===== config.mk =====
export PLATFORM = sky130hd
export DESIGN_NAME = alu_lane
export DESIGN_NICKNAME = d
export VERILOG_FILES = /design/src/verilog/exec_pkg.sv /design/src/verilog/alu_lane.sv
export SDC_FILE = /design/constraint.sdc
export NUM_CORES = 2
export LEC_CHECK = 0
export BUFFER_PORTS_ARGS = -buffer_cell sky130_fd_sc_hd__buf_4
export CORE_ASPECT_RATIO = 0.75
export CORE_MARGIN = 2
export CORE_UTILIZATION = 55
export CTS_BUF_LIST = sky130_fd_sc_hd__clkbuf_8 sky130_fd_sc_hd__clkbuf_16
export DETAILED_ROUTE_END_ITERATION = 7
export PLACE_DENSITY = 0.71
export SYNTH_ARGS = -nofsm -noshare
export SYNTH_HDL_FRONTEND = slang
export SYNTH_SLANG_ARGS = --single-unit

===== constraint.sdc =====
create_clock -name clk -period 6.6 [get_ports clk]
set_input_delay 0.99 -clock clk [delete_from_list [all_inputs] [get_ports clk]]
set_output_delay 0.99 -clock clk [all_outputs]
set_load 0.02 [all_outputs]

===== src/verilog/exec_pkg.sv =====
`default_nettype none

package exec_pkg;

    // datapath and cluster sizes.
    localparam int xlen       = 32;
    localparam int num_lanes  = 3;
    localparam int iq_depth   = 8;
    localparam int mul_cycles = 3;
    localparam int rob_num_w  = 6;
    localparam int preg_w     = 6;

    // derived widths.
    localparam int iq_ptr_w   = $clog2(iq_depth);
    localparam int iq_cnt_w   = $clog2(iq_depth + 1);
    localparam int lane_idx_w = $clog2(num_lanes);
    localparam int mul_cnt_w  = $clog2(mul_cycles + 1);

    typedef logic [xlen-1:0]      word_t;
    typedef logic [rob_num_w-1:0] rob_num_t;
    typedef logic [preg_w-1:0]    preg_t;

    // alu operations, all single cycle except op_mul.
    typedef enum logic [3:0] {
        op_add  = 4'h0,
        op_sub  = 4'h1,
        op_and  = 4'h2,
        op_or   = 4'h3,
        op_xor  = 4'h4,
        op_sll  = 4'h5,
        op_srl  = 4'h6,
        op_sra  = 4'h7,
        op_slt  = 4'h8,
        op_sltu = 4'h9,
        op_mul  = 4'ha
    } alu_op_e;

endpackage

`default_nettype wire


===== src/verilog/alu_lane.sv =====
`timescale 1ns/1ps
`default_nettype none

module alu_lane import exec_pkg::*; (
    input  logic     clk,
    input  logic     rstn,
    input  logic     issue_valid,
    input  alu_op_e  issue_op,
    input  word_t    issue_a,
    input  word_t    issue_b,
    input  preg_t    issue_tag,
    input  rob_num_t issue_rob,
    input  logic     grant,
    output logic     ready,
    output logic     done,
    output word_t    result,
    output preg_t    done_tag,
    output rob_num_t done_rob
);

    logic                 busy;
    logic [mul_cnt_w-1:0] mul_cnt;
    logic                 mul_last;
    word_t                a_q;
    word_t                b_q;

    function automatic word_t alu_calc(alu_op_e op, word_t a, word_t b);
        word_t r;
        case (op)
            op_add:  r = a + b;
            op_sub:  r = a - b;
            op_and:  r = a & b;
            op_or:   r = a | b;
            op_xor:  r = a ^ b;
            op_sll:  r = a << b[4:0];
            op_srl:  r = a >> b[4:0];
            op_sra:  r = word_t'($signed(a) >>> b[4:0]);
            op_slt:  r = word_t'($signed(a) < $signed(b));
            op_sltu: r = word_t'(a < b);
            op_mul:  r = a * b;
            default: r = '0;
        endcase
        return r;
    endfunction

    // a held result blocks new work until granted.
    assign ready    = !busy && !done;
    assign mul_last = busy && (mul_cnt == mul_cnt_w'(1));

    always_ff @(posedge clk or negedge rstn) begin
        if (!rstn) begin
            busy    <= 1'b0;
            done    <= 1'b0;
            mul_cnt <= '0;
        end else begin
            if (done && grant) begin
                done <= 1'b0;
            end
            if (issue_valid) begin
                if (issue_op == op_mul) begin
                    busy    <= 1'b1;
                    mul_cnt <= mul_cnt_w'(mul_cycles - 1);
                end else begin
                    done <= 1'b1;
                end
            end else if (mul_last) begin
                busy <= 1'b0;
                done <= 1'b1;
            end else if (busy) begin
                mul_cnt <= mul_cnt - 1'b1;
            end
        end
    end

    always_ff @(posedge clk) begin
        if (issue_valid) begin
            a_q      <= issue_a;
            b_q      <= issue_b;
            done_tag <= issue_tag;
            done_rob <= issue_rob;
            if (issue_op != op_mul) begin
                result <= alu_calc(issue_op, issue_a, issue_b);
            end
        end else if (mul_last) begin
            result <= alu_calc(op_mul, a_q, b_q);
        end
    end

    a_issue_when_ready: assert property (
        @(posedge clk) disable iff (!rstn) issue_valid |-> ready);

    // result must not move while waiting on the arbiter.
    a_hold_until_grant: assert property (
        @(posedge clk) disable iff (!rstn)
        done && !grant |=> done && $stable(result) && $stable(done_rob));

endmodule

`default_nettype wire


==> results.toml <==
[place]
gp_congestion = 1.056
place_ws_ns = -1.896
placed_cell_area_um2 = 49760
port_buffers = 129
place_hpwl_um = 142800

[timing]
drv_slew = 0
hold_viol_final = 0
rsz0062_at_grt = "true"
fin_crit_ns = 7.598
clock_skew_ns = 0.02230
fmax_ghz = 0.1316
setup_slack_ns = -0.9981
timing.slew.headroom_pct = 25.65
setup_viol = 23
holdWs_ns = 0.3628
max_slew.worst_pin.slew_ns = 1.108
period_share_pct = 115.1

[critical_path]
crit_path_max_incr_delay_ns = 0.58
setup.worst_path.end_class = "flip-flop"
criticalPathCategory = "in2reg"
slowest_stage = "fa_1"
cp_common_cell = "fa_1"
start_kind = "input port"
cp.required_ns = 6.71
critPathMaxFanout = 2
arrival_ns = 7.71

[die]
rows = 88
core-area_um2 = 76850
initial_core_util_pct = 55.55
die_area_um2 = 79890
io_pins = 130
dieHeight_um = 245.3
dieWidth_um = 325.7

[clock_tree]
cts_hold_buf = 0
numCtsBuffers = 9
clock_sinks = 112
cts_tree = "yes"
insertion_delay_ns = 0.40
htreeDepth = 3
cts_buffer_depth = 2
path_clk_slew_ns = 0.10
cts_root_buffer = "clkbuf_16"

[drt]
routed_wl_um = 174000
firstDrtPassIters = 6
postRouteAntennaNets = 0
drc = 0
via_per_inst = 5.927
wire_per_inst_um = 26.16
num_vias = 39410
detailedRoute.firstIterationViolations = 4529

[layout]
drive_gt1_share_pct = 21.99
stdcell_area_um2 = 52440
areaGrowthSynthToFinish_pct = 22.82
nets = 6853
fill_cells = 6136

[global_route]
antenna_found_initial = 6
grt_max_degree = 66
grt_pass1_vias = 39740
grtUsageMet3_pct = 17.09
top_usage_layer = "met1"
overflow = 0
use_met2_pct = 60.34
grt_pass1_wl_um = 257000
grt_use_total_pct = 43.73
met1_usage_pct = 62.92

[synth]
yosysMostFrequentCell = "inv_1"
synth-edff-count = 108
ys_warn_count = 0
yosys.area.top_type = "fa_1"
syn_area_per_cell_um2 = 8.527
yosys-top-cells-count = "inv_1 (978), fa_1 (818), nand2_1 (722)"
synth_flop_cell = "edfxtp_1"
synthTopCellsByArea = "fa_1 (38%), ha_1 (10%), inv_1 (8.6%)"
synth_nets = 6253
synth-seq-cells = 112
synth_cell_type_count = 88
synth-async-reset-ratio_pct = 3.571
seq_area_frac_synth_pct = 7.831
synth_area_um2 = 42690
netlist.area_leader.share_pct = 38.36
synthCells = 5007

[hold_path]
hold_path_class = "in2async"

[run_status]
violations = "negative setup slack"
status = "finished, violations left"

[flow_run]
cap_violations = 0
-- kinds of logic (layout without fill, tap and decap cells) --
logic type               count (synthesis)  count (layout)  share of synthesized area [%]
flip-flops                             112             112                          7.831
adder cells (fa/ha/maj)               1162            1162                          48.44
multiplexers                            95              95                          3.508
AO/OA/AOI/OAI                          635             635                          9.771
AND/OR/NAND/NOR                       1534            1534                          15.17
buffers and inverters                 1280            1884                          11.35
XOR/XNOR                               189             189                          3.927
other                                    0               3                              0
-- metal layers --
metal	up-vias	share of wire [%]
li1	16760	-
met4	4	3.8
met5	-	0.016
met3	394	15
met2	2616	40
met1	19640	41
-- state kept, by name, summed over array words and instances (netlist names) --
signal and cells:
a_q 32, b_q 32, busy 1, done 1, done_rob 6, done_tag 6
mul_cnt 2, result 32
-- area by class of cell --
type	instances	area, µm²	area share (%)
tap	1035	1295	2.470
sequential	112	3343	6.376
clock inverter	6	53.80	0.1026
timing repair buffer	871	7772	14.82
antenna	3	7.507	0.01432
inverter	998	3856	7.354
clock buffer	9	225.2	0.4295
multi-input combinational	3615	35880	68.43
-- metrics by stage --
stage | util, % | setup TNS, ns | cells
4_1_cts | 67.06 | -14.57 | 6610
6_report | 68.23 | -16.80 | 6649
3_5_place_dp | 64.74 | -31.73 | 6563
3_3_place_gp | 64.74 | -28.92 | 6563
2_1_floorplan | - | -17.27 | 5007
5_1_grt | 68.22 | -19.84 | 6647
-- what timing repair did --
item | in CTS | in global routing
setup endpoints to repair | 23 | 24
resized for setup | 282 | 147
buffers inserted | 37 | 40
gates cloned | 1 | 1
pin swaps | 154 | 151
-- final timing paths --
kind | start | endpoint | slack [ns] | depth (start not counted)
min in group clk | mul_cnt[1] | mul_cnt[1] | 0.55 | 2
setup / recovery | issue_a[15] | result[31] | -1.0 | 25
max in group asynchronous | rstn | mul_cnt[1] | 6.14 | 1
setup reg to reg | a_q[15] | result[31] | -0.78 | 26
hold reg to reg | mul_cnt[1] | mul_cnt[1] | 0.55 | 2
hold / removal | rstn | busy | 0.36 | 1
-- critical path: cells and delay by family --
| kind | cells | cell delay [ns] |
|---|---|---|
| xor gates and xnor gates | 1 | 0.22 |
| adders and majority gates | 9 | 4.19 |
| AOI/OAI and AO/OA | 6 | 1.19 |
| and+or+nand+nor | 3 | 0.58 |
| buffers and inverters | 6 | 0.52 |
-- layout by cell type, fill, tap and decap left out, types with 108 or more instances in the layout --
| cell | count |
|---|---|
| ha_1 | 318 |
| fa_1 | 776 |
| inv_1 | 932 |
| xnor2_1 | 132 |
| and2_1 | 136 |
| a21oi_1 | 140 |
| nand2_1 | 718 |
| edfxtp_1 | 108 |
| nor2_1 | 457 |
| buf_4 | 730 |
Power is not shown: default switching activity piles up to over one toggle a cycle in this logic, so the estimate is an artifact.
