===== config.mk =====
export PLATFORM = sky130hd
export DESIGN_NAME = completion_arbiter
export DESIGN_NICKNAME = d
export VERILOG_FILES = /design/src/verilog/exec_pkg.sv /design/src/verilog/completion_arbiter.sv
export SDC_FILE = /design/constraint.sdc
export NUM_CORES = 1
export LEC_CHECK = 0
export ABC_AREA = 1
export BUFFER_PORTS_ARGS = -buffer_cell sky130_fd_sc_hd__buf_2
export CAP_MARGIN = 10
export CORE_MARGIN = 4
export CORE_UTILIZATION = 39
export DETAILED_ROUTE_END_ITERATION = 8
export HOLD_SLACK_MARGIN = 0.1
export PLACE_DENSITY = 0.86
export SYNTH_ARGS = -nofsm -noshare
export SYNTH_HDL_FRONTEND = slang
export SYNTH_SLANG_ARGS = --single-unit

===== constraint.sdc =====
create_clock -name clk -period 2.98 [get_ports clk]
set_input_delay 0.149 -clock clk [delete_from_list [all_inputs] [get_ports clk]]
set_output_delay 0.149 -clock clk [all_outputs]
set_load 0.02 [all_outputs]

===== src/verilog/exec_pkg.sv =====
`default_nettype none

package exec_pkg;

    // datapath and cluster sizes.
    localparam int xlen       = 32;
    localparam int num_lanes  = 3;
    localparam int iq_depth   = 8;
    localparam int mul_cycles = 3;
    localparam int rob_num_w  = 6;
    localparam int preg_w     = 6;

    // derived widths.
    localparam int iq_ptr_w   = $clog2(iq_depth);
    localparam int iq_cnt_w   = $clog2(iq_depth + 1);
    localparam int lane_idx_w = $clog2(num_lanes);
    localparam int mul_cnt_w  = $clog2(mul_cycles + 1);

    typedef logic [xlen-1:0]      word_t;
    typedef logic [rob_num_w-1:0] rob_num_t;
    typedef logic [preg_w-1:0]    preg_t;

    // alu operations, all single cycle except op_mul.
    typedef enum logic [3:0] {
        op_add  = 4'h0,
        op_sub  = 4'h1,
        op_and  = 4'h2,
        op_or   = 4'h3,
        op_xor  = 4'h4,
        op_sll  = 4'h5,
        op_srl  = 4'h6,
        op_sra  = 4'h7,
        op_slt  = 4'h8,
        op_sltu = 4'h9,
        op_mul  = 4'ha
    } alu_op_e;

endpackage

`default_nettype wire


===== src/verilog/completion_arbiter.sv =====
`timescale 1ns/1ps
`default_nettype none

module completion_arbiter import exec_pkg::*; (
    input  logic                 clk,
    input  logic                 rstn,
    input  logic [num_lanes-1:0] done,
    input  word_t                result   [num_lanes],
    input  preg_t                done_tag [num_lanes],
    input  rob_num_t             done_rob [num_lanes],
    output logic [num_lanes-1:0] grant,
    output logic                 complete_valid,
    output word_t                complete_data,
    output preg_t                complete_tag,
    output rob_num_t             complete_rob
);

    // lane with first claim this cycle.
    logic [lane_idx_w-1:0] rr_ptr;
    logic [lane_idx_w-1:0] sel_idx;
    int                    cand;

    always_comb begin
        grant   = '0;
        sel_idx = '0;
        cand    = 0;
        for (int k = 0; k < num_lanes; k++) begin
            cand = (int'(rr_ptr) + k) % num_lanes;
            if (done[cand] && (grant == '0)) begin
                grant[cand] = 1'b1;
                sel_idx     = lane_idx_w'(cand);
            end
        end
    end

    always_ff @(posedge clk or negedge rstn) begin
        if (!rstn) begin
            rr_ptr         <= '0;
            complete_valid <= 1'b0;
        end else begin
            complete_valid <= |grant;
            if (|grant) begin
                rr_ptr <= (sel_idx == lane_idx_w'(num_lanes - 1)) ? '0 : sel_idx + 1'b1;
            end
        end
    end

    always_ff @(posedge clk) begin
        if (|grant) begin
            complete_data <= result[sel_idx];
            complete_tag  <= done_tag[sel_idx];
            complete_rob  <= done_rob[sel_idx];
        end
    end

    a_grant_onehot: assert property (
        @(posedge clk) disable iff (!rstn) $onehot0(grant));

endmodule

`default_nettype wire


==> impl_metrics.csv, run 1 <==
group,metric,value,unit
floorplan,dieArea,9020,um^2
worst_setup_path,worstPathMaxFanout,23,
timing,setup_viol,0,
yosys,yosysMostFrequentCell,"nand2_1",
cells_and_area,fin_cells,679,
power_and_ir_drop,vdd_drop_max,1.49,mV
power_and_ir_drop,total_leakage_power,2.28,nW
floorplan,num_rows,31,
cells_and_area,num_antenna_cells,0,
yosys,ys_async_sr_fraction,6.38,%
yosys,yosysSeqAreaShare,47.3,%
routing,first_pass_iters,5,
floorplan,die_w,95.0,um
timing,worst_pin_slew,0.471,ns
worst_setup_path,start_kind,"flop",
yosys,yosys_register_bits,47,
routing,drt-total-wl,9180,um
cts,clkSinkCount,47,
cells_and_area,nNetsFinal,720,
min_path,min_to,"complete_tag[0]",
timing,finalCritPeriodShare,89.2,%
grt,antenna_found_initial,0,
floorplan,ios,185,
status,outcome,"completed",
place,place.gp.congestion,0.776,
yosys,yosysTopAreaCell,"edfxtp_1",
cells_and_area,regArea,1400,um^2
yosys,yosys-top-cells-count,"242 x nand2_1, 54 x nand3_1, 44 x edfxtp_1",
yosys,synth_top_area_share,44.8,%
worst_setup_path,worstPathArrival,2.62,ns
worst_setup_path,r2r_end,"complete_data[9]",
yosys,syn-cell-area,2950,um^2
yosys,ys_warn_count,0,
cts,cts_tree,"built",
place,io_buffers,184,
cells_and_area,final_layout_size_suffix_gt1_share,36.6,%
timing,tns,0,ns
timing,finalHoldViolCount,0,
worst_setup_path,rr_worst_depth,15,
floorplan,die_y,95.0,um
timing,slew_headroom,68.6,%
place,place_hpwl,6950,um
cts,clk_path_buf_depth,2,
yosys,syn-num-nets,539,
cts,cts_buffers,5,
cts,clock_latency,0.29,ns
min_path,hold-path-cell-count,3,
routing,vias,3258,
worst_setup_path,rr_startpoint,"rr_ptr[0]",
routing,vias_per_cell,4.80,
routing,dr.first_iter.drc_count,148,
routing,wl_per_cell,13.5,um
worst_setup_path,end_kind,"flop",
place,place_inst,668,
routing,final_antenna_net_count,0,
routing,drc,0,
cts,cts_root_buffer,"clkbuf_8",
grt,grtUsageTotal,18.9,%
grt,grt_pass1_wl,13500,um
grt,gr-total-overflow,0,
cells_and_area,fillers,697,
min_path,hold_path.class,"input pin to flop",
cts,clk_pin_slew,0.09,ns
flow_run,max_cap_violations,0,
min_path,holdCritStartpoint,"done_tag[0]",
yosys,avgSynthCellArea,7.42,um^2
cells_and_area,multi_input_area,1380,um^2
yosys,syn-instance-count,398,
yosys,synth-main-ff-cell,"edfxtp_1",
yosys,ys_top_cells_by_area,"edfxtp_1 45%, nand2_1 31%, nand3_1 9.2%",
grt,grt_pass1_vias,3078,
timing,fmax,376,MHz
timing,rsz0062_at_grt,"no",
floorplan,core_area,7290,um^2
worst_setup_path,critPathKind,"flop to flop",
worst_setup_path,worst-r2r-setup-slack,0.32,ns
worst_setup_path,cp.required,2.95,ns
grt,grt_max_degree,47,
cells_and_area,area_delta_synth_final,36.4,%
floorplan,initial_utilization,40.5,%
cts,cts-htree-levels,2,
yosys,synth_cell_types,20,
timing,slew_viol_final,0,
timing,min_period,2.66,ns
yosys,synth_edf_count,44,
timing,fin_skew,0.00627,ns
power_and_ir_drop,powerDensity,1590,nW/um^2
state kept, by name, indices dropped and copies added, names as in the netlist:
| name | cells |
|---|---|
| rr_ptr | 2 |
| complete_tag | 6 |
| complete_data | 32 |
| complete_valid | 1 |
| complete_rob | 6 |
metrics by stage:
stage / utilization, % / total power [W] / worst slack, ns / hold WS [ns] / cell area (um^2)
after global routing: 55.2 / 0.00704 / 0.0401 / 0.121 / 4030
final: 55.2 / 0.00642 / 0.323 / 0.130 / 4030
after global placement: 53.6 / 0.00589 / 0.378 / -0.0545 / 3910
after detailed placement: 53.6 / 0.00606 / 0.144 / -0.0523 / 3910
after floorplan: - / 0.00506 / 0.218 / -0.147 / 2950
after CTS: 54.9 / 0.00644 / 0.125 / 0.115 / 4000
per-layer routing:
layer	vias up	GRT usage (%)	wire, um	share of wire (%)
met5	-	0	0	0
met4	0	4.93	85	0.93
met3	10	3.43	738	8.0
met2	139	36.2	4900	53
met1	1471	21.2	3450	38
li1	1638	-	-	-
area by class of cell:
| type | count | share of cell area [%] |
|---|---|---|
| clock buffer | 5 | 1.71 |
| sequential | 47 | 34.7 |
| inverter | 14 | 1.37 |
| timing repair buffer | 193 | 24.6 |
| tap | 99 | 3.08 |
| clock inverter | 3 | 0.373 |
| multi-input combinational | 318 | 34.2 |
cell families after synthesis:
kind of cell    count (synthesis)  share of synthesized area [%]
buf+inv                        34                           6.78
simple gates                  310                           43.6
flops                          47                           47.3
fa+ha+maj                       4                           1.70
compound gates                  3                          0.593
critical path, stage by stage, from the launching register on:
cell	delay, ns
dfrtp_1	0.41
inv_1	0.08
ha_1	0.42
inv_2	0.07
nand2_1	0.08
nand2_1	0.08
nand3_1	0.09
nor2_1	0.07
nand2_1	0.06
nand2_1	0.10
nor2_4	0.24
nand3_1	0.10
nand2_1	0.09
inv_1	0.08
nand2_2	0.07
buf_4	0.30
layout by cell type (no fill, tap or decap), drive strengths merged:
cell type,netlist,layout
buf,20,192
dlygate4sd3,0,1
edfxtp,44,44
clkbuf,0,5
nor2,7,7
nand4,1,1
inv,14,14
dfrtp,3,3
nand2,245,245
clkinvlp,0,1
ha,4,4
nand3,57,58
a31oi,2,2
a21oi,1,1
clkinv,0,2
repair_timing:
action / in CTS / in global routing
endpoints found under the hold margin: 3 / 0
resized for setup: 0 / 1
hold buffers: 1 / 0
endpoints found under the setup margin: 0 / 45
buffers inserted: 0 / 1
power by group:
| part | total (W) | switching [W] | internal [W] |
|---|---|---|---|
| registers | 0.00171 | 0.000109 | 0.00161 |
| logic | 0.00434 | 0.00309 | 0.00125 |
| clock network | 0.000363 | 0.000204 | 0.000160 |
how the worst max path moves through the flow:
stage	startpoint	endpoint	slack, ns	cells after the start
floorplan	rr_ptr[0]	complete_data[0]	0.22	14
global placement	rr_ptr[0]	complete_data[6]	0.38	16
detailed placement	rr_ptr[0]	complete_tag[4]	0.14	16
CTS	rr_ptr[0]	complete_tag[4]	0.13	16
global route	rr_ptr[0]	complete_data[25]	0.04	15
finish	rr_ptr[0]	complete_data[9]	0.32	15
No activity file was read; power rests on OpenSTA's default activity.
==> run 2: changes to the inputs <==
--- a/config.mk
+++ b/config.mk
@@ -5,14 +5,13 @@
 export SDC_FILE = /design/constraint.sdc
 export NUM_CORES = 1
 export LEC_CHECK = 0
-export ABC_AREA = 1
 export BUFFER_PORTS_ARGS = -buffer_cell sky130_fd_sc_hd__buf_2
 export CAP_MARGIN = 10
 export CORE_MARGIN = 4
-export CORE_UTILIZATION = 39
+export CORE_UTILIZATION = 40
 export DETAILED_ROUTE_END_ITERATION = 8
 export HOLD_SLACK_MARGIN = 0.1
-export PLACE_DENSITY = 0.86
+export PLACE_DENSITY = 0.78
 export SYNTH_ARGS = -nofsm -noshare
 export SYNTH_HDL_FRONTEND = slang
 export SYNTH_SLANG_ARGS = --single-unit
==> run 2 against run 1 <==
Critical path depth is 7 lower. Global-route usage is 1.4 points higher. Hold slack worse by 0.014 ns. Non-clock buffer count is 11 higher. Utilization is 3.5 points higher. Setup slack worse by 0.15 ns. Final area is 6.9% higher. Clock power is 30% higher. Largest cell class is now multi-input combinational cells. Largest power group unchanged. Highest routed layer unchanged.
==> impl_metrics.csv, run 2 <==
group,metric,value,unit
status,outcome,"completed",
cts,cts_root_buffer,"clkbuf_8",
yosys,avgSynthCellArea,9.91,um^2
cts,clk_pin_slew,0.09,ns
grt,grt_pass1_vias,2943,
yosys,synth_cell_types,39,
min_path,hold_path.class,"input pin to flop",
yosys,ys_async_sr_fraction,6.38,%
power_and_ir_drop,clkPwrFrac,8.1,%
grt,gr-total-overflow,0,
timing,setup_viol,0,
yosys,syn-num-nets,450,
timing,fin_skew,0.00297,ns
floorplan,dieArea,9120,um^2
flow_run,max_cap_violations,0,
power_and_ir_drop,power_frac_comb,65.6,%
timing,worst_pin_slew,0.505,ns
worst_setup_path,rr_worst_depth,8,
power_and_ir_drop,vdd_drop_max,0.548,mV
cts,clk_path_buf_depth,2,
timing,tns,0,ns
routing,drt-total-wl,9620,um
floorplan,num_rows,31,
power_and_ir_drop,internal-power,0.00316,W
power_and_ir_drop,total_leakage_power,2.05,nW
grt,grt_max_degree,34,
grt,grtUsageTotal,20.3,%
worst_setup_path,start_kind,"flop",
cells_and_area,area_delta_synth_final,40.6,%
cts,cts_tree,"built",
worst_setup_path,worstPathMaxFanout,19,
cts,clkSinkCount,47,
worst_setup_path,critPathCapture,"complete_data[5]",
floorplan,die_y,95.5,um
power_and_ir_drop,switchingPower,0.00266,W
yosys,synth-main-ff-cell,"edfxtp_1",
cells_and_area,final_common_cell,"buf_2",
timing,min_period,2.80,ns
worst_setup_path,worst-r2r-setup-slack,0.18,ns
worst_setup_path,worstPathArrival,2.87,ns
timing,finalCritPeriodShare,94.0,%
routing,vias_per_cell,5.23,
worst_setup_path,cp.required,3.05,ns
routing,wl_per_cell,16.3,um
yosys,yosys_register_bits,47,
grt,antenna_found_initial,0,
yosys,yosysSeqAreaShare,45.6,%
yosys,syn-cell-area,3060,um^2
power_and_ir_drop,power_frac_seq,26.3,%
floorplan,core_area,7330,um^2
floorplan,die_w,95.5,um
timing,slew_headroom,65.5,%
cts,cts_buffers,5,
routing,drc,0,
floorplan,initial_utilization,41.8,%
yosys,synth_edf_count,44,
cells_and_area,mostFrequentLayoutCells,"184 x buf_2, 91 x nand2_1, 46 x o21ai_0",
cells_and_area,fin_cells,591,
cts,cts-htree-levels,2,
cts,post_cts_buffers,0,
cells_and_area,num_antenna_cells,0,
worst_setup_path,r2r_end,"complete_data[5]",
power_and_ir_drop,power.total,0.00583,W
routing,dr.first_iter.drc_count,122,
worst_setup_path,critPathKind,"flop to flop",
worst_setup_path,crit_start,"rr_ptr[0]",
yosys,yosys-top-cells-count,"91 x nand2_1, 48 x o21ai_0, 44 x edfxtp_1",
cells_and_area,nNetsFinal,632,
yosys,ys_top_cells_by_area,"edfxtp_1 43%, o211ai_2 16%, nand2_1 11%",
timing,fmax,357,MHz
grt,grt_pass1_wl,14400,um
yosys,syn-instance-count,309,
worst_setup_path,rr_startpoint,"rr_ptr[0]",
place,place_inst,582,
place,place_hpwl,7540,um
routing,final_antenna_net_count,0,
cells_and_area,final_layout_size_suffix_gt1_share,53.3,%
cells_and_area,largest_register_ffs,32,
yosys,yosysTopAreaCell,"edfxtp_1",
yosys,ys_warn_count,0,
cells_and_area,reg_top3,"complete_data (32), complete_rob (6), complete_tag (6)",
worst_setup_path,end_kind,"flop",
yosys,yosysMostFrequentCell,"nand2_1",
place,place.gp.congestion,0.850,
timing,finalHoldViolCount,0,
yosys,synth_top_area_share,43.2,%
power_and_ir_drop,swShare,45.7,%
place,io_buffers,184,
min_path,holdCritStartpoint,"result[48]",
floorplan,ios,185,
cells_and_area,regMostFlops,"complete_data",
cts,clock_latency,0.30,ns
power_and_ir_drop,powerDensity,1350,nW/um^2
timing,slew_viol_final,0,
routing,first_pass_iters,4,
timing,rsz0062_at_grt,"no",
routing,vias,3090,
[run 2: cells by family after synthesis]
group,synth area share (%)
fa+ha+maj,1.63
buf+inv,5.76
compound gates,29.5
mux,2.12
flops,45.6
simple gates,15.3
[run 2: what timing repair did]
action | 4_1_cts | 5_1_grt
setup endpoints to repair | 0 | 90
endpoints found under the hold margin | 3 | 0
resized for setup | 0 | 3
hold buffers | 1 | 0
[run 2: worst min path at each step]
stage / depth (start not counted) / slack [ns] / to
after floorplan: 0 / -0.15 / complete_valid
after global placement: 1 / -0.03 / complete_valid
after detailed placement: 1 / -0.03 / complete_valid
after CTS: 3 / 0.11 / complete_data[16]
after global routing: 3 / 0.11 / complete_data[16]
final: 3 / 0.12 / complete_data[16]
[run 2: per-layer routing]
metal / track usage, % / routed length (um) / share of wire (%)
met3: 4.18 / 946 / 9.8
met5: 0 / 0 / 0
met2: 37.8 / 4880 / 51
met4: 4.50 / 97 / 1.0
met1: 23.7 / 3700 / 38
[run 2: layout make-up]
type                    count  area (um^2)
well taps                  99          124
fillers                   671         3030
clock inverters             3         43.8
repair buffers            204         1140
flip-flops and latches     47         1400
clock buffers               5         68.8
multi-input cells         228         1520
inverters                   5         18.8
[run 2: stage by stage]
step | util [%] | hold WS, ns | area [um^2] | setup WS (ns)
after floorplan | - | -0.147 | 3060 | 0.0963
after global placement | 57.0 | -0.0343 | 4180 | 0.192
after detailed placement | 57.0 | -0.0336 | 4180 | 0.169
after CTS | 58.6 | 0.110 | 4300 | 0.131
after global routing | 58.7 | 0.109 | 4310 | 0.0273
final | 58.7 | 0.117 | 4310 | 0.178
[run 2: worst max-delay path, cell delays in order, from the launching register on]
cell and delay (ns):
dfrtp_1 0.41, inv_1 0.09, ha_2 0.38, inv_1 0.09
and4_4 0.21, or3_4 0.42, a311o_1 0.37, or3_4 0.40
buf_12 0.18
[run 2: power by group through the flow]
stage	clock [W]	sequential, W	combinational [W]
2_1_floorplan	0	0.00198	0.00209
3_3_place_gp	0	0.00155	0.00376
3_5_place_dp	0	0.00155	0.00387
4_1_cts	0.000484	0.00154	0.00388
5_1_grt	0.000517	0.00156	0.00417
6_report	0.000473	0.00153	0.00382
==> run 3: changes to the inputs <==
--- a/config.mk
+++ b/config.mk
@@ -12,6 +12,7 @@
 export DETAILED_ROUTE_END_ITERATION = 8
 export HOLD_SLACK_MARGIN = 0.1
 export PLACE_DENSITY = 0.78
+export RECOVER_POWER = 50
 export SYNTH_ARGS = -nofsm -noshare
 export SYNTH_HDL_FRONTEND = slang
 export SYNTH_SLANG_ARGS = --single-unit
==> run 3 against run 2 <==
Via count grew 0.36%. First-iteration DRC count is 25% higher. Hold slack improved by 0.00065 ns. Power down 3.3%. Utilization decreased by 1.1 points. Setup slack worse by 0.025 ns. Flip-flop and latch count stayed put. Global-route usage stayed put. Sequential share of layout area is 0.64 points higher. Critical endpoint is now complete_data[25]. Highest routed layer unchanged.
==> impl_metrics.csv, run 3 (synthesis gave the netlist of run 2 again) <==
group,metric,value,unit
status,outcome,"completed",
timing,setup_viol,0,
cells_and_area,num_antenna_cells,0,
cells_and_area,nNetsFinal,632,
flow_run,max_cap_violations,0,
worst_setup_path,worstPathArrival,2.88,ns
cells_and_area,final_area,4220,um^2
cells_and_area,reg_top3,"complete_data (32), complete_rob (6), complete_tag (6)",
worst_setup_path,critPathKind,"flop to flop",
grt,grt_pass1_wl,14400,um
grt,antenna_found_initial,0,
power_and_ir_drop,clkPwrFrac,8.4,%
worst_setup_path,cp.depth,8,
worst_setup_path,path_cells,"inv_1 -> ha_2 -> inv_1 -> and4_4 -> or3_4 -> a311o_1 -> or3_4 -> buf_4",
timing,finalCritPeriodShare,94.9,%
cells_and_area,fillers,696,
grt,grt_pass1_vias,2943,
cells_and_area,mostFrequentLayoutCells,"137 x buf_2, 91 x nand2_1, 47 x o21ai_0, 47 x clkbuf_1, 44 x edfxtp_1",
power_and_ir_drop,swShare,47.1,%
place,place_hpwl,7540,um
cells_and_area,regMostFlops,"complete_data",
worst_setup_path,critPathMaxStageDelay,0.42,ns
timing,worst_pin_slew,0.505,ns
power_and_ir_drop,vdd_drop_max,0.544,mV
cells_and_area,final_layout_size_suffix_gt1_share,43.7,%
power_and_ir_drop,switchingPower,0.00266,W
timing,slew_viol_final,0,
cts,clkSinkCount,47,
cells_and_area,multi_input_area,1520,um^2
routing,vias,3101,
timing,fin_skew,0.00436,ns
timing,finalHoldViolCount,0,
routing,drt-total-wl,9650,um
min_path,hold-path-cell-count,3,
routing,final_antenna_net_count,0,
grt,gr-total-overflow,0,
routing,wl_per_cell,16.3,um
place,io_buffers,184,
floorplan,die_y,95.5,um
cts,clk_path_buf_depth,2,
floorplan,dieArea,9120,um^2
floorplan,num_rows,31,
cts,cts-htree-levels,2,
floorplan,ios,185,
worst_setup_path,worstPathMaxFanout,15,
cts,cts_root_buffer,"clkbuf_8",
worst_setup_path,end_kind,"flop",
timing,min_period,2.83,ns
worst_setup_path,start_kind,"flop",
routing,dr.first_iter.drc_count,153,
cells_and_area,regArea,1400,um^2
place,place.gp.congestion,0.850,
floorplan,initial_utilization,41.8,%
cts,post_cts_buffers,0,
routing,drc,0,
timing,slew_headroom,65.4,%
power_and_ir_drop,power_frac_comb,64.2,%
grt,grt_max_degree,34,
worst_setup_path,worst_path_dominant_cell_family,"simple AND/OR/NAND/NOR gates",
worst_setup_path,cp.buffers_inverters,3,
power_and_ir_drop,power_frac_seq,27.4,%
worst_setup_path,rr_worst_depth,8,
routing,vias_per_cell,5.25,
timing,fmax,354,MHz
floorplan,die_w,95.5,um
worst_setup_path,worst_path_max_delay_cell,"or3_4",
cts,cts_buffers,5,
place,place_area,4180,um^2
power_and_ir_drop,internal-power,0.00298,W
timing,tns,0,ns
grt,grtUsageTotal,20.3,%
floorplan,core_area,7330,um^2
cells_and_area,area_delta_synth_final,37.9,%
cts,clk_pin_slew,0.09,ns
timing,rsz0062_at_grt,"no",
routing,first_pass_iters,4,
cts,clock_latency,0.30,ns
cells_and_area,largest_register_ffs,32,
power_and_ir_drop,total_leakage_power,1.90,nW
worst_setup_path,cp.required,3.04,ns
min_path,hold_path.class,"input pin to flop",
power_and_ir_drop,powerDensity,1330,nW/um^2
cts,cts_tree,"built",
cells_and_area,final_common_cell,"buf_2",
## run 3: final timing paths
kind | to | start | slack (ns)
worst max-delay path | complete_data[25] | rr_ptr[0] | 0.15
worst min-delay path | complete_data[16] | result[48] | 0.12
worst max register to register | complete_data[25] | rr_ptr[0] | 0.15
worst min register to register | rr_ptr[0] | rr_ptr[0] | 0.60
max in group asynchronous | complete_valid | rstn | 2.57
min in group asynchronous | rr_ptr[1] | rstn | 0.21
## run 3: cell type report
type	instances	area share [%]
Clock buffer	5	1.63
Inverter	5	0.445
Sequential cell	47	33.1
Tap cell	99	2.93
Multi-Input combinational cell	228	36.0
Timing Repair Buffer	204	24.9
Clock inverter	3	1.04
## run 3: power groups by stage
stage	logic, W	registers, W	clock network, W
after floorplan	0.00209	0.00198	0
after global placement	0.00376	0.00155	0
after detailed placement	0.00387	0.00155	0
after CTS	0.00388	0.00154	0.000484
after global routing	0.00396	0.00157	0.000517
final	0.00362	0.00154	0.000473
## run 3: what timing repair did
item                                   4_1_cts  5_1_grt
endpoints found under the hold margin        3        0
hold buffers                                 1        0
setup endpoints to repair                    0       90
resized for setup                            0        3
## run 3: per-stage QoR
stage / total power (W) / instances / utilization (%) / setup WS (ns) / hold slack [ns]
final: 0.00563 / 591 / 57.6 / 0.153 / 0.117
after floorplan: 0.00407 / 309 / - / 0.0963 / -0.147
after CTS: 0.00590 / 591 / 58.6 / 0.131 / 0.110
after detailed placement: 0.00542 / 582 / 57.0 / 0.169 / -0.0336
after global placement: 0.00531 / 582 / 57.0 / 0.192 / -0.0343
after global routing: 0.00605 / 591 / 57.6 / 0.0273 / 0.109
## run 3: routing by layer
layer	up-vias	track usage, %	share of wire, %
met5	-	0	0
met4	0	4.50	0.85
li1	1498	-	-
met1	1449	23.7	39
met3	6	4.18	9.7
met2	148	37.8	51
## run 3: worst register-to-register path: stages, from the launching register on
cell and delay, ns:
dfrtp_1 0.41, inv_1 0.09, ha_2 0.38, inv_1 0.10, and4_4 0.21, or3_4 0.42, a311o_1 0.38, or3_4 0.38
buf_4 0.22
