==> config.mk <==
export PLATFORM = sky130hd
export DESIGN_NAME = issue_queue
export DESIGN_NICKNAME = d
export VERILOG_FILES = /design/src/verilog/exec_pkg.sv /design/src/verilog/issue_queue.sv
export SDC_FILE = /design/constraint.sdc
export NUM_CORES = 1
export LEC_CHECK = 0
export BUFFER_PORTS_ARGS = -buffer_cell sky130_fd_sc_hd__buf_2
export CAP_MARGIN = 5
export CORE_UTILIZATION = 55
export DETAILED_ROUTE_END_ITERATION = 10
export PLACE_DENSITY = 0.78
export SLEW_MARGIN = 10
export SYNTH_ARGS = -nofsm -noshare
export SYNTH_HDL_FRONTEND = slang
export SYNTH_SLANG_ARGS = --single-unit
==> constraint.sdc <==
create_clock -name clk -period 12.6 [get_ports clk]
set_input_delay 2.52 -clock clk [delete_from_list [all_inputs] [get_ports clk]]
set_output_delay 2.52 -clock clk [all_outputs]
set_load 0.01 [all_outputs]
==> src/verilog/exec_pkg.sv <==
`default_nettype none

package exec_pkg;

    // datapath and cluster sizes.
    localparam int xlen       = 32;
    localparam int num_lanes  = 3;
    localparam int iq_depth   = 8;
    localparam int mul_cycles = 3;
    localparam int rob_num_w  = 6;
    localparam int preg_w     = 6;

    // derived widths.
    localparam int iq_ptr_w   = $clog2(iq_depth);
    localparam int iq_cnt_w   = $clog2(iq_depth + 1);
    localparam int lane_idx_w = $clog2(num_lanes);
    localparam int mul_cnt_w  = $clog2(mul_cycles + 1);

    typedef logic [xlen-1:0]      word_t;
    typedef logic [rob_num_w-1:0] rob_num_t;
    typedef logic [preg_w-1:0]    preg_t;

    // alu operations, all single cycle except op_mul.
    typedef enum logic [3:0] {
        op_add  = 4'h0,
        op_sub  = 4'h1,
        op_and  = 4'h2,
        op_or   = 4'h3,
        op_xor  = 4'h4,
        op_sll  = 4'h5,
        op_srl  = 4'h6,
        op_sra  = 4'h7,
        op_slt  = 4'h8,
        op_sltu = 4'h9,
        op_mul  = 4'ha
    } alu_op_e;

endpackage

`default_nettype wire

==> src/verilog/issue_queue.sv <==
`timescale 1ns/1ps
`default_nettype none

module issue_queue import exec_pkg::*; (
    input  logic                 clk,
    input  logic                 rstn,
    input  logic                 dispatch_valid,
    input  alu_op_e              dispatch_op,
    input  word_t                src1_data,
    input  word_t                src2_data,
    input  word_t                imm,
    input  logic                 use_imm,
    input  preg_t                dest_tag,
    input  rob_num_t             rob_num,
    input  logic [num_lanes-1:0] lane_ready,
    output logic                 stall,
    output logic [num_lanes-1:0] issue_valid,
    output alu_op_e              issue_op,
    output word_t                issue_a,
    output word_t                issue_b,
    output preg_t                issue_tag,
    output rob_num_t             issue_rob
);

    // entry storage.
    alu_op_e  q_op      [iq_depth];
    word_t    q_src1    [iq_depth];
    word_t    q_src2    [iq_depth];
    word_t    q_imm     [iq_depth];
    logic     q_use_imm [iq_depth];
    preg_t    q_tag     [iq_depth];
    rob_num_t q_rob     [iq_depth];

    logic [iq_ptr_w-1:0] head;
    logic [iq_ptr_w-1:0] tail;
    logic [iq_cnt_w-1:0] count;
    logic                push;
    logic                pop;

    assign stall = (count == iq_cnt_w'(iq_depth));
    assign push  = dispatch_valid && !stall;
    assign pop   = |issue_valid;

    // oldest entry goes to the lowest ready lane.
    always_comb begin
        issue_valid = '0;
        if (count != '0) begin
            for (int i = 0; i < num_lanes; i++) begin
                if (lane_ready[i] && (issue_valid == '0)) begin
                    issue_valid[i] = 1'b1;
                end
            end
        end
    end

    assign issue_op  = q_op[head];
    assign issue_a   = q_src1[head];
    assign issue_b   = q_use_imm[head] ? q_imm[head] : q_src2[head];
    assign issue_tag = q_tag[head];
    assign issue_rob = q_rob[head];

    always_ff @(posedge clk or negedge rstn) begin
        if (!rstn) begin
            head  <= '0;
            tail  <= '0;
            count <= '0;
        end else begin
            if (push) begin
                tail <= (tail == iq_ptr_w'(iq_depth - 1)) ? '0 : tail + 1'b1;
            end
            if (pop) begin
                head <= (head == iq_ptr_w'(iq_depth - 1)) ? '0 : head + 1'b1;
            end
            // push and pop together leave the count alone.
            if (push && !pop) begin
                count <= count + 1'b1;
            end else if (pop && !push) begin
                count <= count - 1'b1;
            end
        end
    end

    always_ff @(posedge clk) begin
        if (push) begin
            q_op[tail]      <= dispatch_op;
            q_src1[tail]    <= src1_data;
            q_src2[tail]    <= src2_data;
            q_imm[tail]     <= imm;
            q_use_imm[tail] <= use_imm;
            q_tag[tail]     <= dest_tag;
            q_rob[tail]     <= rob_num;
        end
    end

    // dispatch must respect back-pressure.
    a_no_dispatch_on_stall: assert property (
        @(posedge clk) disable iff (!rstn) dispatch_valid |-> !stall);

    a_one_issue: assert property (
        @(posedge clk) disable iff (!rstn) $onehot0(issue_valid));

endmodule

`default_nettype wire

==> results of run 1 <==
==> through the flow <==
stage | power, mW | hold slack, ns | worst slack [ns]
2_1_floorplan | 6.07 | 0.501 | 1.34
3_3_place_gp | 6.85 | 0.524 | 6.07
3_5_place_dp | 6.91 | 0.549 | 6.05
4_1_cts | 9.62 | 0.561 | 5.35
5_1_grt | 9.91 | 0.575 | 5.12
6_report | 9.51 | 0.556 | 5.56
==> state kept, by name (all words and copies together), names as in the netlist <==
register	cells
q_tag	48
head	3
q_src1	256
q_op	32
q_src2	256
q_imm	256
count	4
q_use_imm	8
tail	3
q_rob	48
==> cell usage in the layout (no fill, tap or decap), types with 18 or more instances in the layout <==
| cell type | count |
|---|---|
| clkbuf_1 | 21 |
| buf_2 | 202 |
| edfxtp_1 | 904 |
| mux2i_1 | 33 |
| clkbuf_16 | 91 |
| a21oi_1 | 33 |
| buf_4 | 30 |
| mux4_2 | 226 |
| clkinv_1 | 18 |
| mux2_2 | 55 |
| nor2b_1 | 33 |
| a211oi_1 | 32 |
==> layout make-up <==
class	count	area [µm²]	area share [%]
diodes	11	27.5	0.0692
clock buffers	112	2360	5.92
clock inverters	52	634	1.60
inverters	3	11.3	0.0283
multi-input cells	456	7030	17.7
flip-flops and latches	914	27400	68.9
well taps	837	1050	2.63
repair buffers	233	1260	3.16
==> worst paths after layout <==
path / cells past startpoint / start / to / slack (ns)
min reg2reg: 2 / count[2]$_DFFE_PN0P_ / count[2]$_DFFE_PN0P_ / 0.56
max in group asynchronous: 1 / rstn / head[0]$_DFFE_PN0P_ / 10.58
max: 7 / head[0]$_DFFE_PN0P_ / issue_b[5] / 5.56
min in group asynchronous: 1 / rstn / count[1]$_DFFE_PN0P_ / 1.78
min: 2 / count[2]$_DFFE_PN0P_ / count[2]$_DFFE_PN0P_ / 0.56
max reg2reg: 8 / count[0]$_DFFE_PN0P_ / q_imm[1][28]$_DFFE_PP_ / 9.00
==> synth_stat cells <==
cell	number	area, µm²
buf_2	10	50.1
a21oi_1	33	165
nor4_1	2	12.5
ha_1	7	87.6
nor2b_1	33	206
mux2_2	55	619
buf_4	22	165
mux2i_1	33	330
nand2_1	5	18.8
fa_1	1	20.0
a211oi_1	32	240
nor3_1	9	45.0
dfrtp_1	10	250
buf_6	2	22.5
nor4b_1	1	8.76
buf_1	11	41.3
mux4_2	226	5090
o31ai_1	1	7.51
edfxtp_1	904	27100
inv_1	3	11.3
xnor2_1	2	17.5
nor3b_1	1	7.51
and2_1	1	6.26
clkbuf_1	28	105
a21o_1	1	7.51
nand2b_1	3	18.8
nor2_1	6	22.5
o21ai_0	2	10.0
mux2i_4	1	22.5
a2111oi_0	1	8.76
==> kinds of logic (layout without fill, tap and decap cells) <==
| kind of cell | count (synthesis) | in the layout | share of synthesized area [%] |
|---|---|---|---|
| flops | 914 | 914 | 78.8 |
| mux | 315 | 315 | 17.4 |
| buf+inv | 76 | 400 | 1.14 |
| compound gates | 70 | 70 | 1.26 |
| simple gates | 61 | 61 | 0.997 |
| fa+ha+maj | 8 | 8 | 0.310 |
| xor+xnor | 2 | 2 | 0.0504 |
| other cells | 0 | 11 | 0 |
==> worst max-delay path: cells and delay by family (launching register included) <==
| family | cells | cell delay, ns |
|---|---|---|
| compound gates | 2 | 0.44 |
| buf+inv | 3 | 1.56 |
| flops | 1 | 0.90 |
| mux | 1 | 0.60 |
| simple gates | 1 | 0.15 |
==> power groups by stage <==
stage,sequential [mW],combinational (mW),clock [mW]
final,4.04,2.77,2.70
after CTS,4.05,2.82,2.75
after global placement,4.07,2.78,0
after global routing,4.08,2.97,2.86
after detailed placement,4.11,2.80,0
after floorplan,4.06,2.02,0
==> layer usage <==
metal	vias up	share of wire (%)	track usage, %
met5	-	0.073	0
met4	8	2.4	8.12
met3	116	6.3	4.05
met2	538	51	36.1
met1	8429	40	29.9
li1	6724	-	-
==> metrics.md, run 1 <==
| Metric | Value |
|---|---|
| Pre-antenna DRT Iters | 5 |
| Clock latency on the worst-skew pair | 0.63 ns |
| Power share of the combinational group | 29.1% |
| DIE AREA | 0.0642 mm² |
| Initial Utilization | 56.0% |
| Fraction of layout cells with a size suffix above 1 | 36.8% |
| FILL cells | 3967 |
| Syn_nets | 1573 |
| Internal power | 6.72 mW |
| Height of the die | 253 µm |
| Max Clock Skew | 0.0291 ns |
| Final GP Congestion | 0.724 |
| Min-Delay Path Class | flip-flop to flip-flop |
| CTS Buf Count | 90 |
| Port bufs | 202 |
| Die Wd | 253 µm |
| Unrepaired setup endpoints after global routing | no |
| Final ANT Viol Nets | 0 |
| Arr. time, crit path | 4.52 ns |
| Final setup violation count | 0 |
| Min cycle time layout | 7.04 ns |
| Post-CTS Setup Inserts | 0 |
| Result of the run | finished, final reports clean |
| IO Pins | 203 |
| Initial antenna violation count | 16 |
| Synthesis-to-layout area growth | 14.4% |
| Worst-path clk slew | 0.06 ns |
| Synth warn | 0 |
| Placed cell count | 2443 |
| # rows | 91 |
| GR Util All Layers | 22.0% |
| Post-placement cell area | 0.0368 mm² |
| H-tree depth | 3 |
| Number of global-route vias before repair | 16500 |
| CTS Hold Buffers Added | 0 |
| Rel. slew slack | 25.8% |
| Finished Core Util | 64.1% |
| Mapped Cells | 1446 |
| Worst path slowest cell | dfrtp_4 |
| Period utilization | 55.9% |
| Yosys reg bits | 914 |
| Setup TNS | 0 ns |
| Post-synthesis cell type count | 30 |
| Number of max-cap violations | 0 |
| Sequential power share | 42.5% |
| Static Leak | 12.9 nW |
| Wire length per cell | 26.3 µm |
| Total Wirelength | 69000 µm |
| Power per cell area | 239 mW/mm² |
| Maximum VDD drop | 144 µV |
| Crit path cell chain | buf_4 > buf_12 > mux4_2 > nor2b_1 > a211oi_1 > a21oi_1 > buf_2 |
| Clock Power Share | 28.4% |
| Worst EP required | 10.08 ns |
| Root buf cell | clkbuf_16 |
| Post-Syn Area | 0.0348 mm² |
| Max-slew violation count | 0 |
| Hpwl dp | 36200 µm |
| CTS resizes | 0 |
| Measured slew at the worst slew-check pin | 1.11 ns |
| Nets | 1825 |
| CTS Buffer Depth | 3 |
| Vias | 15800 |
| Crit-path max cell delay | 0.90 ns |
| DRT iter0 DRCs | 1461 |
| Worst setup SP type | flip-flop |
| Remaining Overflow, GRT | 0 |
| Sequential area share after synthesis | 78.8% |
| Core area | 0.0621 mm² |
| Crit Path Max Fanout | 125 |
| Switching share of total power | 29.4% |
| Average cell area after synthesis | 24.0 µm² |
| Clk sinks | 914 |
| Finished Layout Cells | 2618 |
| First-pass GRT wire length | 103000 µm |
| Worst setup EP type | primary output |
| Post-layout instance area | 0.0398 mm² |
| WS Path Type | flip-flop to primary output |
| Largest net degree at the start of global routing | 126 |
| Vias per cell | 6.04 |
| FMAX | 142 MHz |
| TritonCTS clock tree | yes |
| Reported net switching power | 2.79 mW |
| Fin. Hold Viols | 0 |
| DRC viols | 0 |
Power figures use the tool's default switching activity.
==> inputs of run 2 (changes only) <==
--- a/config.mk
+++ b/config.mk
@@ -7,9 +7,9 @@
 export LEC_CHECK = 0
 export BUFFER_PORTS_ARGS = -buffer_cell sky130_fd_sc_hd__buf_2
 export CAP_MARGIN = 5
-export CORE_UTILIZATION = 55
+export CORE_UTILIZATION = 60
 export DETAILED_ROUTE_END_ITERATION = 10
-export PLACE_DENSITY = 0.78
+export PLACE_DENSITY = 0.81
 export SLEW_MARGIN = 10
 export SYNTH_ARGS = -nofsm -noshare
 export SYNTH_HDL_FRONTEND = slang
==> constraint.sdc (replaced) <==
create_clock -name clk -period 6.9 [get_ports clk]
set_input_delay 1.38 -clock clk [delete_from_list [all_inputs] [get_ports clk]]
set_output_delay 1.38 -clock clk [all_outputs]
set_load 0.01 [all_outputs]
==> metrics.md, run 2 (synthesis gave the netlist of run 1 again) <==
| Metric | Value |
|---|---|
| WP buf/inv | 3 (unchanged) |
| Crit path capture | issue_b[26] |
| Reg2reg setup slack | 3.60 ns (-5.40 ns) |
| Fin. Hold Viols | 0 (unchanged) |
| Placed cell count | 2358 (-3.5%) |
| CTS Hold Buffers Added | 0 (unchanged) |
| Fin Hold WS | 0.579 ns (+0.0230 ns) |
| Height of the die | 243 µm (-4.2%) |
| # rows | 87 (-4.4%) |
| Initial Utilization | 61.2% (+5.2 points) |
| DRT iter0 DRCs | 1489 (+1.9%) |
| Clk sinks | 914 (unchanged) |
| Port bufs | 202 (unchanged) |
| Max Clock Skew | 0.0174 ns (-0.0116 ns) |
| Vias per cell | 6.29 (+4.1%) |
| CTS resizes | 0 (unchanged) |
| Worst setup EP type | primary output |
| Commonest cells after routing, fill and taps aside | edfxtp_1, mux4_2, buf_2 |
| Period utilization | 75.5% |
| Most common cell after layout, fill and taps aside | edfxtp_1 |
| Worst setup path startpoint | head[0]$_DFFE_PN0P_ |
| Reg2Reg Launch Point | count[0]$_DFFE_PN0P_ |
| Die Wd | 243 µm (-4.2%) |
| Max-slew violation count | 0 (unchanged) |
| Post-CTS Setup Inserts | 0 (unchanged) |
| Unrepaired setup endpoints after global routing | no |
| R2r endpoint | q_src1[5][10]$_DFFE_PP_ |
| Register area | 0.0274 mm² (unchanged) |
| First-pass GRT wire length | 103000 µm (-0.20%) |
| Wire length per cell | 27.0 µm (+2.7%) |
| Nets | 1818 (-0.38%) |
| Worst-path clk slew | 0.06 ns (about the same) |
| Root buf cell | clkbuf_16 |
| Pre-antenna DRT Iters | 7 (+2) |
| Maximum VDD drop | 319 µV (+120%) |
| Static Leak | 12.7 nW (-1.5%) |
| Result of the run | finished, final reports clean |
| Worst EP required | 5.52 ns (-4.56 ns) |
| Critical path depth | 7 (unchanged) |
| Rel. slew slack | 22.8% (-3.0 points) |
| H-tree depth | 3 (unchanged) |
| Crit Path Max Fanout | 31 (-75%) |
| Post-layout instance area | 0.0393 mm² (-1.2%) |
| Crit-path max cell delay | 0.70 ns (-0.20 ns) |
| Cells on worst reg2reg path | 7 (-1) |
| IO Pins | 203 (unchanged) |
| Worst path slowest cell | dfrtp_4 |
| CTS Buf Count | 87 (-3.3%) |
| Final GP Congestion | 0.739 (+2.1%) |
| Worst setup SP type | flip-flop |
| Largest net degree at the start of global routing | 131 (+4.0%) |
| Final ANT Viol Nets | 0 (unchanged) |
| Power per cell area | 428 mW/mm² (+79%) |
| CP top delay family | buffers and inverters |
| Fraction of layout cells with a size suffix above 1 | 36.1% (-0.65 points) |
| Measured slew at the worst slew-check pin | 1.13 ns (+0.0207 ns) |
| Final setup violation count | 0 (unchanged) |
| Setup TNS | 0 ns (unchanged) |
| Biggest regs | q_imm x256, q_src1 x256, q_src2 x256 |
| FMAX | 192 MHz |
| CTS Buffer Depth | 3 (unchanged) |
| WS Path Type | flip-flop to primary output |
| TritonCTS clock tree | yes |
| Synthesis-to-layout area growth | 13.0% |
| Arr. time, crit path | 3.83 ns (-0.69 ns) |
| Initial antenna violation count | 16 (unchanged) |
| GR Util All Layers | 23.8% (+1.7 points) |
| Number of global-route vias before repair | 16600 (+0.80%) |
| Clock latency on the worst-skew pair | 0.63 ns (about the same) |
| Min-Delay Path Class | flip-flop to flip-flop |
| Remaining Overflow, GRT | 0 (unchanged) |
| Min cycle time layout | 5.21 ns |
| Post-placement cell area | 0.0367 mm² (-0.27%) |
| Area of the multi-input gates | 0.00704 mm² (about the same) |
| Vias | 15900 (+0.28%) |
| FILL cells | 3347 (-16%) |
| Finished Layout Cells | 2521 (-3.7%) |
| Finished Core Util | 69.1% (+5.0 points) |
| Crit path cell chain | buf_4 > buf_4 > mux4_2 > nor2b_1 > a211oi_1 > a21oi_1 > buf_2 |
| Core area | 0.0568 mm² (-8.4%) |
| Total Wirelength | 68200 µm (-1.1%) |
| Hpwl dp | 34000 µm (-6.1%) |
| DRC viols | 0 (unchanged) |
| Most frequent CP cell | buf_4 |
| Number of max-cap violations | 0 (unchanged) |
| DIE AREA | 0.0589 mm² (-8.3%) |
==> run 2: cell count changes in the layout (fill, tap and decap cells not counted), sizes merged <==
cell and change:
bufinv -12, clkbuf +1, inv +2, buf -4, clkinvlp -1, clkinv -1
diode -1
==> run 2: metrics by stage <==
stage / worst slack, ns / power [mW]
after floorplan: -3.06 / 11.1
after global placement: 2.26 / 12.5
after detailed placement: 2.21 / 12.6
after CTS: 1.54 / 17.0
after global routing: 1.35 / 17.5
final: 1.69 / 16.8
==> run 2: cell type report <==
| type | count | share of cell area (%) |
|---|---|---|
| flip-flops and latches | 914 | 69.8 |
| multi-input cells | 456 | 17.9 |
| clock buffers | 113 | 5.95 |
| repair buffers | 229 | 3.19 |
| well taps | 756 | 2.41 |
| clock inverters | 40 | 0.672 |
| diodes | 10 | 0.0637 |
| inverters | 3 | 0.0287 |
==> run 2: worst register-to-register path: cells and delay by family, from the launching register on <==
kind	cells	cell delay, ns
DFF	1	0.46
buffers and inverters	2	1.07
and+or+nand+nor	5	1.29
==> run 2: worst min-delay path by stage <==
stage / slack (ns) / end / depth (start not counted) / from
5_1_grt: 0.61 / count[0]$_DFFE_PN0P_ / 1 / rstn
3_3_place_gp: 0.53 / count[2]$_DFFE_PN0P_ / 2 / count[2]$_DFFE_PN0P_
2_1_floorplan: 0.50 / count[2]$_DFFE_PN0P_ / 2 / count[2]$_DFFE_PN0P_
4_1_cts: 0.57 / count[2]$_DFFE_PN0P_ / 2 / count[2]$_DFFE_PN0P_
6_report: 0.58 / count[2]$_DFFE_PN0P_ / 2 / count[2]$_DFFE_PN0P_
3_5_place_dp: 0.56 / count[2]$_DFFE_PN0P_ / 2 / count[2]$_DFFE_PN0P_
==> run 2: per-layer routing <==
metal | share of wire [%] | GRT usage [%] | up-vias
li1 | - | - | 6687
met1 | 40 | 32.5 | 8329
met2 | 50 | 38.5 | 690
met3 | 7.1 | 4.91 | 135
met4 | 2.6 | 8.81 | 18
met5 | 0.17 | 0 | -
==> run 2: report_power, final <==
part           total [mW]  leakage (nW)  switching [mW]  internal [mW]
clock network        4.38          1.26            1.92           2.46
registers            7.35          8.32           0.352           7.00
logic                5.08          3.09            2.74           2.34
total                16.8          12.7            5.02           11.8
==> inputs of run 3 (changes only) <==
==> constraint.sdc (replaced) <==
create_clock -name clk -period 5.07 [get_ports clk]
set_input_delay 1.014 -clock clk [delete_from_list [all_inputs] [get_ports clk]]
set_output_delay 1.014 -clock clk [all_outputs]
set_load 0.01 [all_outputs]
==> metrics.md, run 3 (synthesis gave the netlist of run 1 again) <==
| Metric | Value |
|---|---|
| Result of the run | finished, final reports clean |
| Final ANT Viol Nets | 0 (unchanged) |
| CP top delay family | multiplexers |
| Hpwl dp | 35000 µm (+3.0%) |
| Biggest regs | q_imm x256, q_src1 x256, q_src2 x256 |
| H-tree depth | 3 (unchanged) |
| Maximum VDD drop | 617 µV (+93%) |
| Vias per cell | 6.20 (-1.4%) |
| Min cycle time layout | 4.34 ns |
| First-pass GRT wire length | 103000 µm (+0.40%) |
| Wire length per cell | 27.1 µm (+0.14%) |
| CTS Hold Buffers Added | 0 (unchanged) |
| Internal power | 16.4 mW (+39%) |
| Total Wirelength | 68500 µm (+0.53%) |
| Final setup violation count | 0 (unchanged) |
| DIE AREA | 0.0589 mm² (unchanged) |
| Max-slew violation count | 0 (unchanged) |
| Initial Utilization | 61.2% (unchanged) |
| CTS Buffer Depth | 3 (unchanged) |
| DRT iter0 DRCs | 1307 (-12%) |
| Min-Delay Path Class | input pin to asynchronous set/reset pin |
| Final GP Congestion | 0.718 (-2.8%) |
| Rel. slew slack | 39.5% (+17 points) |
| WP buf/inv | 2 (-1) |
| PnR worst setup slack | 0.734 ns (-0.958 ns) |
| Post-CTS Setup Inserts | 0 (unchanged) |
| Pre-antenna DRT Iters | 5 (-2) |
| Synthesis-to-layout area growth | 13.8% |
| Power per cell area | 588 mW/mm² (+37%) |
| Number of max-cap violations | 0 (unchanged) |
| Nets | 1823 (+0.28%) |
| CTS resizes | 0 (unchanged) |
| DRC viols | 0 (unchanged) |
| Max Clock Skew | 0.0220 ns (+0.00459 ns) |
| Met3 wire len | 3870 µm (-20%) |
| Reported net switching power | 6.86 mW (+37%) |
| FILL cells | 3316 (-0.93%) |
| Largest net degree at the start of global routing | 90 (-31%) |
| Setup TNS | 0 ns (unchanged) |
| Arr. time, crit path | 3.32 ns (-0.51 ns) |
| WS Path Type | flip-flop to primary output |
| Area of the multi-input gates | 0.00706 mm² (+0.37%) |
| Met2 WL | 35000 µm (+1.9%) |
| Met1 Wirelength | 27600 µm (+1.8%) |
| Core area | 0.0568 mm² (unchanged) |
| Finished Core Util | 69.6% (+0.51 points) |
| CTS Buf Count | 88 (+1.1%) |
| Top Layer Used | met5 |
| FMAX | 231 MHz |
| Remaining Overflow, GRT | 0 (unchanged) |
| Port bufs | 202 (unchanged) |
| Crit-path max cell delay | 0.81 ns (+0.11 ns) |
| Crit Path Max Fanout | 42 (+35%) |
| GR Util All Layers | 23.9% (+0.084 points) |
| Root buf cell | clkbuf_16 |
| Total power | 23.2 mW (+38%) |
| Register area | 0.0274 mm² (unchanged) |
| Fin. Hold Viols | 0 (unchanged) |
| Clock latency on the worst-skew pair | 0.62 ns (about the same) |
| Worst path slowest cell | dfrtp_4 |
| Power share of the combinational group | 30.1% (about the same) |
| Most common cell after layout, fill and taps aside | edfxtp_1 |
| Fraction of layout cells with a size suffix above 1 | 36.2% (+0.11 points) |
| Static Leak | 12.8 nW (+1.0%) |
| Worst setup SP type | flip-flop |
| Clk sinks | 914 (unchanged) |
| Number of global-route vias before repair | 16700 (+0.28%) |
| Sequential power share | 42.9% (-0.8 points) |
| Period utilization | 85.5% |
| Vias | 15700 (-1.0%) |
| Pre-CTS setup slack | 1.30 ns (-0.913 ns) |
| IO Pins | 203 (unchanged) |
| Unrepaired setup endpoints after global routing | no |
| Measured slew at the worst slew-check pin | 0.900 ns (-0.234 ns) |
| Worst-path clk slew | 0.06 ns (about the same) |
| Clock Power Share | 27.1% (+1.0 points) |
| Initial antenna violation count | 17 (+1) |
| Die Wd | 243 µm (unchanged) |
| Worst EP required | 4.06 ns (-1.46 ns) |
| Height of the die | 243 µm (unchanged) |
| Commonest cells after routing, fill and taps aside | edfxtp_1, mux4_2, buf_2 |
| Crit path cell chain | mux4_2 > mux2i_4 > buf_4 > a211oi_1 > a21oi_1 > buf_2 |
| Switching share of total power | 29.5% (-0.30 points) |
| Worst setup EP type | primary output |
| TritonCTS clock tree | yes |
| # rows | 87 (unchanged) |
==> run 3: worst register-to-register path, delay by kind of cell, from the launching register on <==
family	cells	cell delay [ns]
simple gates	2	1.16
compound gates	3	0.77
fa+ha+maj	2	0.51
flops	1	0.44
buf+inv	2	0.27
==> run 3: layout make-up <==
type	count	share of cell area, %
diodes	9	0.0569
clock buffers	112	5.90
clock inverters	48	1.11
inverters	3	0.0285
multi-input cells	456	17.8
flip-flops and latches	914	69.3
well taps	756	2.39
repair buffers	233	3.40
==> run 3: metal layers <==
metal  vias up  GRT usage (%)
li1       6700              -
met1      8314           32.2
met2       547           39.2
met3       124           4.43
met4        16           9.29
met5         -              0
==> run 3: stage by stage <==
stage               cells  hold slack [ns]  cell area [µm²]
floorplan            1446            0.501            34800
global placement     2362            0.522            36800
detailed placement   2362            0.584            36800
CTS                  2522            0.234            39500
global route         2529            0.265            39600
finish               2531            0.272            39600
==> run 3: power by group through the flow <==
stage | Sequential [mW] | Clock, mW | Combinational [mW]
finish | 9.96 | 6.29 | 6.99
global route | 10.0 | 6.69 | 7.50
CTS | 9.98 | 6.39 | 7.15
detailed placement | 10.1 | 0 | 7.07
floorplan | 10.0 | 0 | 5.02
global placement | 10.0 | 0 | 6.99
==> run 3: worst paths after layout <==
path | slack, ns | to | startpoint | depth (start not counted)
worst max-delay path | 0.73 | issue_b[14] | head[2]$_DFFE_PN0P_ | 6
worst min-delay path | 0.27 | count[0]$_DFFE_PN0P_ | rstn | 1
worst max register to register | 1.79 | count[3]$_DFFE_PN0P_ | count[1]$_DFFE_PN0P_ | 9
worst min register to register | 0.59 | count[0]$_DFFE_PN0P_ | count[0]$_DFFE_PN0P_ | 1
max in group asynchronous | 4.56 | head[0]$_DFFE_PN0P_ | rstn | 1
min in group clk | 0.59 | count[0]$_DFFE_PN0P_ | count[0]$_DFFE_PN0P_ | 1
